`config.mk`:
```
export PLATFORM = sky130hd
export DESIGN_NAME = dcache_top
export DESIGN_NICKNAME = d
export VERILOG_FILES = /design/src/logic/dcache_pkg.sv /design/src/logic/dcache_req_buf.sv /design/src/logic/dcache_lru.sv /design/src/logic/dcache_ways.sv /design/src/logic/dcache_ctrl.sv /design/src/logic/dcache_top.sv
export SDC_FILE = /design/constraint.sdc
export NUM_CORES = 2
export LEC_CHECK = 0
export BUFFER_PORTS_ARGS = -buffer_cell sky130_fd_sc_hd__buf_4
export CORE_ASPECT_RATIO = 1.4
export CORE_MARGIN = 5
export CORE_UTILIZATION = 58
export DETAILED_ROUTE_END_ITERATION = 6
export PLACE_DENSITY = 0.75
export SLEW_MARGIN = 0
export SYNTH_ARGS = -nofsm -noshare
export SYNTH_HDL_FRONTEND = slang
export SYNTH_HIERARCHICAL = 1
export SYNTH_SLANG_ARGS = --single-unit
```
`constraint.sdc`:
```
create_clock -name clk -period 11 [get_ports clk]
set_clock_uncertainty 0.2 [all_clocks]
set_input_delay 2.2 -clock clk [delete_from_list [all_inputs] [get_ports clk]]
set_output_delay 2.2 -clock clk [all_outputs]
set_load 0.02 [all_outputs]
```
`src/logic/dcache_pkg.sv`:
```
package dcache_pkg;

    //////////////////////////////////////////////////
    // widths
    //////////////////////////////////////////////////
    localparam int DC_ADDR_W  = 32;  // byte address
    localparam int DC_DATA_W  = 32;  // one word per line
    localparam int DC_STRB_W  = 4;   // byte strobes per word
    localparam int DC_INDEX_W = 4;   // 16 sets unless the top overrides

    // lru is a single bit per set, so this stays at two
    localparam int DC_WAYS = 2;

    //////////////////////////////////////////////////
    // pipeline operation
    //////////////////////////////////////////////////
    typedef enum logic [1:0] {
        OP_LOAD  = 2'd0,
        OP_STORE = 2'd1,
        OP_INVAL = 2'd2   // drop both ways of the set
    } dc_op_e;

    //////////////////////////////////////////////////
    // controller states
    //////////////////////////////////////////////////
    typedef enum logic [2:0] {
        ST_IDLE        = 3'd0,
        ST_LOOKUP      = 3'd1,
        ST_REFILL_REQ  = 3'd2,  // read addr out, wait addr_ok
        ST_REFILL_WAIT = 3'd3,  // wait data_ok
        ST_REFILL_HOLD = 3'd4,  // extra beat while pipeline holds
        ST_REFILL_DONE = 3'd5,
        ST_WRITE_THRU  = 3'd6,
        ST_INVAL       = 3'd7
    } dc_state_e;

endpackage

```
`src/logic/dcache_req_buf.sv`:
```
`timescale 1ns/1ps

module dcache_req_buf (
    input  logic                             clk,
    input  logic                             rstn,
    input  logic                             we,
    input  dcache_pkg::dc_op_e               req_op,
    input  logic [dcache_pkg::DC_ADDR_W-1:0] req_addr,
    input  logic [dcache_pkg::DC_DATA_W-1:0] req_wdata,
    input  logic [dcache_pkg::DC_STRB_W-1:0] req_wstrb,
    output dcache_pkg::dc_op_e               buf_op,
    output logic [dcache_pkg::DC_ADDR_W-1:0] buf_addr,
    output logic [dcache_pkg::DC_DATA_W-1:0] buf_wdata,
    output logic [dcache_pkg::DC_STRB_W-1:0] buf_wstrb
);
    import dcache_pkg::*;

    //////////////////////////////////////////////////
    // op register
    //////////////////////////////////////////////////
    always_ff @(posedge clk or negedge rstn) begin
        if (!rstn) begin
            buf_op <= OP_LOAD;
        end else if (we) begin
            buf_op <= req_op;
        end
    end

    //////////////////////////////////////////////////
    // payload
    //////////////////////////////////////////////////
    always_ff @(posedge clk) begin
        if (we) begin
            buf_addr  <= req_addr;
            buf_wdata <= req_wdata;  // only meaningful for stores
            buf_wstrb <= req_wstrb;
        end
    end

endmodule

```
`src/logic/dcache_lru.sv`:
```
`timescale 1ns/1ps

module dcache_lru #(
    parameter int index_width = dcache_pkg::DC_INDEX_W
) (
    input  logic                   clk,
    input  logic                   rstn,
    input  logic [index_width-1:0] index,
    input  logic                   use0,
    input  logic                   use1,
    output logic                   victim
);
    localparam int num_sets = 1 << index_width;

    logic [num_sets-1:0] lru_q;  // 1 means way 1 goes next

    assign victim = lru_q[index];

    always_ff @(posedge clk or negedge rstn) begin
        if (!rstn) begin
            lru_q <= '0;
        end else if (use0) begin
            lru_q[index] <= 1'b1;  // way 0 touched, evict way 1
        end else if (use1) begin
            lru_q[index] <= 1'b0;
        end
    end

    // controller touches one way per cycle
    a_use_onehot: assert property (@(posedge clk) disable iff (!rstn)
        !(use0 && use1));

endmodule

```
`src/logic/dcache_ways.sv`:
```
`timescale 1ns/1ps

module dcache_ways #(
    parameter int index_width = dcache_pkg::DC_INDEX_W
) (
    input  logic                             clk,
    input  logic                             rstn,
    input  logic [dcache_pkg::DC_ADDR_W-1:0] addr,
    input  logic [dcache_pkg::DC_DATA_W-1:0] wdata,
    input  logic [dcache_pkg::DC_STRB_W-1:0] wstrb,
    input  logic [dcache_pkg::DC_DATA_W-1:0] fill_data,
    input  logic [dcache_pkg::DC_WAYS-1:0]   way_we,
    input  logic                             way_refill,
    input  logic                             way_inval,
    output logic [dcache_pkg::DC_WAYS-1:0]   hit,
    output logic [dcache_pkg::DC_DATA_W-1:0] hit_rdata
);
    import dcache_pkg::*;

    localparam int num_sets = 1 << index_width;
    localparam int tag_w    = DC_ADDR_W - index_width - 2;

    logic [index_width-1:0] index;
    logic [tag_w-1:0]       tag;
    logic [DC_DATA_W-1:0]   way_rdata [DC_WAYS];

    assign index = addr[index_width+1:2];
    assign tag   = addr[DC_ADDR_W-1:index_width+2];

    //////////////////////////////////////////////////
    // one bank per way
    //////////////////////////////////////////////////
    for (genvar w = 0; w < DC_WAYS; w++) begin : g_way
        logic [num_sets-1:0]  valid_q;
        logic [tag_w-1:0]     tag_q  [num_sets];
        logic [DC_DATA_W-1:0] data_q [num_sets];

        assign hit[w]       = valid_q[index] && (tag_q[index] == tag);
        assign way_rdata[w] = data_q[index];

        // valid bits, the only state here with a reset
        always_ff @(posedge clk or negedge rstn) begin
            if (!rstn) begin
                valid_q <= '0;
            end else if (way_inval) begin
                valid_q[index] <= 1'b0;
            end else if (way_we[w] && way_refill) begin
                valid_q[index] <= 1'b1;
            end
        end

        always_ff @(posedge clk) begin
            if (way_we[w]) begin
                if (way_refill) begin
                    tag_q[index]  <= tag;
                    data_q[index] <= fill_data;  // whole word from memory
                end else begin
                    // store hit, merge only the strobed bytes
                    for (int b = 0; b < DC_STRB_W; b++) begin
                        if (wstrb[b]) data_q[index][8*b +: 8] <= wdata[8*b +: 8];
                    end
                end
            end
        end
    end

    // read mux, way 0 wins if both ever hit
    assign hit_rdata = hit[0] ? way_rdata[0] : way_rdata[1];

endmodule

```
`src/logic/dcache_ctrl.sv`:
```
`timescale 1ns/1ps

module dcache_ctrl (
    input  logic                            clk,
    input  logic                            rstn,
    // pipeline side
    input  logic                            req_valid,
    input  dcache_pkg::dc_op_e              req_op,
    output logic                            req_ready,
    output logic                            resp_valid,
    output logic [dcache_pkg::DC_DATA_W-1:0] resp_rdata,
    input  logic                            hold,
    // memory side
    output logic                            mem_req,
    output logic                            mem_wr,
    output logic [dcache_pkg::DC_ADDR_W-1:0] mem_addr,
    output logic [dcache_pkg::DC_DATA_W-1:0] mem_wdata,
    output logic [dcache_pkg::DC_STRB_W-1:0] mem_wstrb,
    input  logic                            mem_addr_ok,
    input  logic                            mem_data_ok,
    input  logic [dcache_pkg::DC_DATA_W-1:0] mem_rdata,
    // request buffer
    output logic                            buf_we,
    input  dcache_pkg::dc_op_e              buf_op,
    input  logic [dcache_pkg::DC_ADDR_W-1:0] buf_addr,
    input  logic [dcache_pkg::DC_DATA_W-1:0] buf_wdata,
    input  logic [dcache_pkg::DC_STRB_W-1:0] buf_wstrb,
    // ways and lru
    input  logic [dcache_pkg::DC_WAYS-1:0]   hit,
    input  logic [dcache_pkg::DC_DATA_W-1:0] hit_rdata,
    input  logic                            victim,
    output logic                            use0,
    output logic                            use1,
    output logic [dcache_pkg::DC_WAYS-1:0]   way_we,
    output logic                            way_refill,
    output logic                            way_inval
);
    import dcache_pkg::*;

    dc_state_e state, next_state;
    dc_state_e accept_st;             // where a freshly accepted request goes

    assign accept_st = (req_op == OP_INVAL) ? ST_INVAL : ST_LOOKUP;

    // memory port fields come straight from the buffer
    assign mem_addr  = buf_addr;
    assign mem_wdata = buf_wdata;

    always_ff @(posedge clk or negedge rstn) begin
        if (!rstn) state <= ST_IDLE;
        else       state <= next_state;
    end

    //////////////////////////////////////////////////
    // next state
    //////////////////////////////////////////////////
    always_comb begin
        next_state = state;
        case (state)
            ST_IDLE: begin
                if (req_valid) next_state = accept_st;
            end
            ST_LOOKUP: begin
                if (buf_op == OP_STORE) next_state = ST_WRITE_THRU;  // hit or miss
                else if (hit == '0)     next_state = ST_REFILL_REQ;
                else if (req_valid)     next_state = accept_st;      // back to back
                else                    next_state = ST_IDLE;
            end
            ST_WRITE_THRU: begin
                if (mem_addr_ok) next_state = req_valid ? accept_st : ST_IDLE;
            end
            ST_REFILL_REQ: begin
                if (mem_addr_ok) next_state = ST_REFILL_WAIT;
            end
            ST_REFILL_WAIT: begin
                if (mem_data_ok) next_state = hold ? ST_REFILL_HOLD : ST_REFILL_DONE;
            end
            ST_REFILL_HOLD: next_state = ST_REFILL_DONE;
            ST_REFILL_DONE: next_state = ST_IDLE;
            ST_INVAL:       next_state = ST_IDLE;
            default:        next_state = ST_IDLE;
        endcase
    end

    //////////////////////////////////////////////////
    // strobes, decoded from state and next state
    //////////////////////////////////////////////////
    always_comb begin
        req_ready  = 1'b0;
        resp_valid = 1'b0;
        resp_rdata = hit_rdata;
        mem_req    = 1'b0;
        mem_wr     = 1'b0;
        mem_wstrb  = '1;          // reads fetch the whole word
        use0       = 1'b0;
        use1       = 1'b0;
        way_we     = '0;
        way_refill = 1'b0;
        way_inval  = 1'b0;
        case (state)
            ST_IDLE: req_ready = 1'b1;
            ST_LOOKUP: begin
                case (next_state)
                    ST_WRITE_THRU: begin
                        way_we = hit;  // zero on a store miss
                        use0   = hit[0];
                        use1   = hit[1];
                    end
                    ST_REFILL_REQ: ;      // request goes out next cycle
                    default: begin        // load hit
                        resp_valid = 1'b1;
                        req_ready  = 1'b1;
                        use0       = hit[0];
                        use1       = hit[1];
                    end
                endcase
            end
            ST_WRITE_THRU: begin
                mem_req   = 1'b1;
                mem_wr    = 1'b1;
                mem_wstrb = buf_wstrb;
                if (next_state != ST_WRITE_THRU) req_ready = 1'b1;  // done at addr_ok
            end
            ST_REFILL_REQ: mem_req = 1'b1;
            ST_REFILL_WAIT: begin
                if (next_state != ST_REFILL_WAIT) begin
                    way_refill = 1'b1;
                    way_we     = victim ? 2'b10 : 2'b01;
                    use0       = !victim;
                    use1       = victim;
                    resp_valid = 1'b1;
                    resp_rdata = mem_rdata;  // forward the fill word
                end
            end
            ST_INVAL: way_inval = 1'b1;
            default: ;
        endcase
        buf_we = req_valid && req_ready;
    end

    //////////////////////////////////////////////////
    // checks
    //////////////////////////////////////////////////
    // both ways holding the same tag would write both on a store hit
    a_way_we_onehot: assert property (@(posedge clk) disable iff (!rstn)
        way_we != 2'b11);

    a_mem_req_held: assert property (@(posedge clk) disable iff (!rstn)
        mem_req && !mem_addr_ok |=> mem_req && $stable(mem_addr) && $stable(mem_wr));

    // responses answer loads only, never from idle
    a_no_resp_idle: assert property (@(posedge clk) disable iff (!rstn)
        resp_valid |-> (state != ST_IDLE && buf_op == OP_LOAD));

endmodule

```
`src/logic/dcache_top.sv`:
```
`timescale 1ns/1ps

module dcache_top #(
    parameter int index_width = dcache_pkg::DC_INDEX_W
) (
    input  logic                             clk,
    input  logic                             rstn,
    // pipeline
    input  logic                             req_valid,
    input  dcache_pkg::dc_op_e               req_op,
    input  logic [dcache_pkg::DC_ADDR_W-1:0] req_addr,
    input  logic [dcache_pkg::DC_DATA_W-1:0] req_wdata,
    input  logic [dcache_pkg::DC_STRB_W-1:0] req_wstrb,
    output logic                             req_ready,
    output logic                             resp_valid,
    output logic [dcache_pkg::DC_DATA_W-1:0] resp_rdata,
    input  logic                             hold,
    // memory
    output logic                             mem_req,
    output logic                             mem_wr,
    output logic [dcache_pkg::DC_ADDR_W-1:0] mem_addr,
    output logic [dcache_pkg::DC_DATA_W-1:0] mem_wdata,
    output logic [dcache_pkg::DC_STRB_W-1:0] mem_wstrb,
    input  logic                             mem_addr_ok,
    input  logic                             mem_data_ok,
    input  logic [dcache_pkg::DC_DATA_W-1:0] mem_rdata
);
    import dcache_pkg::*;

    logic                 buf_we;
    dc_op_e               buf_op;
    logic [DC_ADDR_W-1:0] buf_addr;
    logic [DC_DATA_W-1:0] buf_wdata;
    logic [DC_STRB_W-1:0] buf_wstrb;
    logic [DC_WAYS-1:0]   hit;
    logic [DC_DATA_W-1:0] hit_rdata;
    logic                 victim;
    logic                 use0;
    logic                 use1;
    logic [DC_WAYS-1:0]   way_we;
    logic                 way_refill;
    logic                 way_inval;

    //////////////////////////////////////////////////
    // controller and request register
    //////////////////////////////////////////////////
    dcache_ctrl u_ctrl (
        .clk, .rstn,
        .req_valid, .req_op, .req_ready, .resp_valid, .resp_rdata, .hold,
        .mem_req, .mem_wr, .mem_addr, .mem_wdata, .mem_wstrb,
        .mem_addr_ok, .mem_data_ok, .mem_rdata,
        .buf_we, .buf_op, .buf_addr, .buf_wdata, .buf_wstrb,
        .hit, .hit_rdata, .victim, .use0, .use1,
        .way_we, .way_refill, .way_inval
    );

    dcache_req_buf u_req_buf (
        .clk, .rstn,
        .we        (buf_we),
        .req_op, .req_addr, .req_wdata, .req_wstrb,
        .buf_op, .buf_addr, .buf_wdata, .buf_wstrb
    );

    //////////////////////////////////////////////////
    // storage, indexed by the buffered address
    //////////////////////////////////////////////////
    dcache_lru #(.index_width(index_width)) u_lru (
        .clk, .rstn,
        .index  (buf_addr[index_width+1:2]),
        .use0, .use1, .victim
    );

    dcache_ways #(.index_width(index_width)) u_ways (
        .clk, .rstn,
        .addr      (buf_addr),
        .wdata     (buf_wdata),
        .wstrb     (buf_wstrb),
        .fill_data (mem_rdata),  // refill writes what memory returns
        .way_we, .way_refill, .way_inval,
        .hit, .hit_rdata
    );

endmodule

```
==> impl_metrics.csv <==
group,metric,value,unit
synth,syn-mean-instance-area,21.7,um^2
critical_path,startpoint_type,"flip-flop",
floorplan,die_area,143000,um^2
timing,fin_tns_setup,0,ps
synth,synth.cell_area,78400,um^2
critical_path,cp-startpoint,"u_req_buf/buf_addr[5]",
route,routed_wl,189000,um
final_layout,final_cell_mix,"edfxtp_1, mux4_2, buf_4",
timing,tightest_slew,1360,ps
critical_path,worstPathRequired,8600,ps
timing,whs,305,ps
final_layout,syn_to_final_growth,11.4,%
route,post-route-drc-count,0,
floorplan,ioPinCount,212,
critical_path,cp_max_fo,139,
route,firstDrtPassIters,7,
synth,synth_edf_count,1924,
floorplan,core,134000,um^2
synth,netlist_instances,3607,
critical_path,r2r_end,"u_ways/g_way[0].data_q[13][28]",
timing,finalMaxSlewViolations,0,
synth,syn-num-nets,3715,
timing,fin_crit,8950,ps
cts,cts_setup_buffers,0,
floorplan,fp.dieW,321,um
critical_path,r2r_cells,16,
placement,gp_congestion,0.838,
power_and_ir_drop,power_leakage,27.8,nW
global_routing,overflow,0,
global_routing,track_usage,26.6,%
route,met1_length,66000,um
placement,portBuffers,211,
critical_path,r2r_setup_slack,2590,ps
final_layout,layout_commonest_cell,"edfxtp_1",
global_routing,antenna_found_initial,3,
power_and_ir_drop,powerDensity,203,nW/um^2
synth,synth.distinct_cells,77,
global_routing,grt_max_degree,140,
cts,clock_sinks,1977,
timing,max_slew_margin,9.22,%
cts,clk_pin_slew,60,ps
synth,synth_ff_type,"edfxtp_1",
final_layout,design_area,87400,um^2
global_routing,grt_pass1_vias,39282,
synth,synth.yosys.seq_area_share,75.4,%
floorplan,die-height,445,um
floorplan,initial_core_util,58.4,%
critical_path,worstPathArrival,6550,ps
cts,cts_buffers,177,
critical_path,cp-end-kind,"primary output",
route,route.vias.total,38222,
synth,async_flop_share,2.68,%
critical_path,r2r-start,"u_req_buf/buf_addr[5]",
route,ant_nets,0,
final_layout,finalNetCount,3951,
timing,max_freq,112,MHz
cts,cts_buffer_depth,3,
power_and_ir_drop,peakVddDrop,0.208,mV
placement,place_area,81900,um^2
timing,setup_ws,2050,ps
route,initialDrtViolationCount,4700,
timing,rsz0062_at_grt,"false",
cts,postCtsHoldBufs,0,
synth,yosysWarnings,6,
route,vias_per_cell,6.65,
timing,fin_crit_sh,81.4,%
route,dr_wl_met3,17700,um
cts,cts-root-buf,"clkbuf_16",
run_status,status,"complete, no violations",
timing,setup_viol,0,
cts,clk_latency,810,ps
cts,cts_tree,"yes",
critical_path,crit_type,"flip-flop to primary output",
timing,final-hold-violation-count,0,
min_path,min-delay-path-class,"flip-flop to flip-flop",
cts,cts_resized,0,
synth,ys_ff_latch,1977,
global_routing,grt_pass1_wl,273000,um
final_layout,drive_gt1_share,31.8,%
final_layout,num-fill-cells,8555,
critical_path,worstSetupEndpoint,"req_ready",
min_path,worst_hold_path.num_cells,1,
floorplan,rows,159,
job,maxCapViolations,0,
cts,htreeDepth,4,
placement,post-place-ws,2770,ps
final_layout,fin_util,65.1,%
route,routed.top_layer,"met5",
route,met2WireLength,98500,um
placement,dp_hpwl,108000,um
route,wl_per_cell,32.9,um
## through the flow
stage / cells / power, mW
2_1_floorplan: 3607 / 11.0
3_3_place_gp: 5435 / 11.9
3_5_place_dp: 5435 / 11.9
4_1_cts: 5742 / 17.8
5_1_grt: 5742 / 18.3
6_report: 5745 / 17.7
## cell families (layout without fill, tap and decap cells)
| family | count (synthesis) | count (layout) | synth area share (%) |
|---|---|---|---|
| other | 0 | 3 | 0 |
| DFF | 1977 | 1977 | 75.4 |
| AOI/OAI and AO/OA | 118 | 118 | 1.12 |
| muxes | 758 | 758 | 18.6 |
| buffers and inverters | 257 | 621 | 1.83 |
| and+or+nand+nor | 441 | 441 | 2.48 |
| xor gates and xnor gates | 56 | 56 | 0.625 |
## worst max-delay path: stages, from the launching register on
cell and delay [ps]:
edfxtp_1 410, buf_12 340, inv_8 490, buf_4 690, mux4_2 600, xnor2_1 220, nand4_1 200, or4_1 610
nor4_2 460, nor2_1 240, o311a_1 420, o31ai_2 340, a311o_2 300, o2bb2ai_2 130, buf_4 160
## power by group
group          switching, mW  total, mW  internal (mW)
sequential             0.133       8.72           8.58
combinational           1.77       3.06           1.29
clock                   2.62       5.94           3.32
total                   4.53       17.7           13.2
## layout make-up
cell class	count	area, um^2	share of cell area (%)
antenna	3	7.51	0.00859
clock buffer	229	4800	5.50
clock inverter	78	682	0.780
inverter	6	30.0	0.0344
multi-input combinational	1373	18100	20.8
sequential	1977	59100	67.6
tap	1771	2220	2.54
timing repair buffer	308	2390	2.73
## synth_stat cells, drive strengths merged (3+ instances only)
cell type,instances,share of area [%]
a21oi,12,0.077
xor2,12,0.13
dfrtp,53,1.7
mux2i,81,1.0
clkbuf,61,0.30
nand2b,9,0.072
and2,3,0.024
o21ai,25,0.16
nor2b,12,0.096
o31ai,5,0.054
a22o,3,0.034
buf,190,1.5
or2b,5,0.048
mux4,545,16
o32ai,5,0.056
a221oi,5,0.056
a21o,3,0.029
mux2,132,1.9
nand3,20,0.13
nor4,8,0.072
nand3b,6,0.057
nor2,192,0.92
a2bb2oi,22,0.25
inv,4,0.019
xnor2,44,0.49
nand2,138,0.66
nand4,11,0.088
a22oi,7,0.073
nor3,19,0.12
edfxtp,1924,74
o22ai,11,0.096
## routing by layer
layer  vias up  GRT usage [%]
met5         -              0
met4         2           8.79
met3       432           5.38
met2      2264           45.7
met1     20133           34.6
li1      15391              -
## flip-flops by register name, summed over array words and instances (netlist names), named ones only
| name | count |
|---|---|
| u_ctrl/state | 3 |
| u_req_buf/buf_addr | 32 |
| u_req_buf/buf_op | 2 |
| u_req_buf/buf_wdata | 32 |
| u_req_buf/buf_wstrb | 4 |
| u_ways/g_way.data_q | 1024 |
| u_ways/g_way.tag_q | 832 |
## how the worst min path moves through the flow
stage	start	end	slack, ps
floorplan	flip-flop	flip-flop	270
global placement	flip-flop	flip-flop	280
detailed placement	flip-flop	flip-flop	290
CTS	flip-flop	flip-flop	300
global route	flip-flop	flip-flop	310
finish	flip-flop	flip-flop	300
Power figures use the tool's default switching activity.
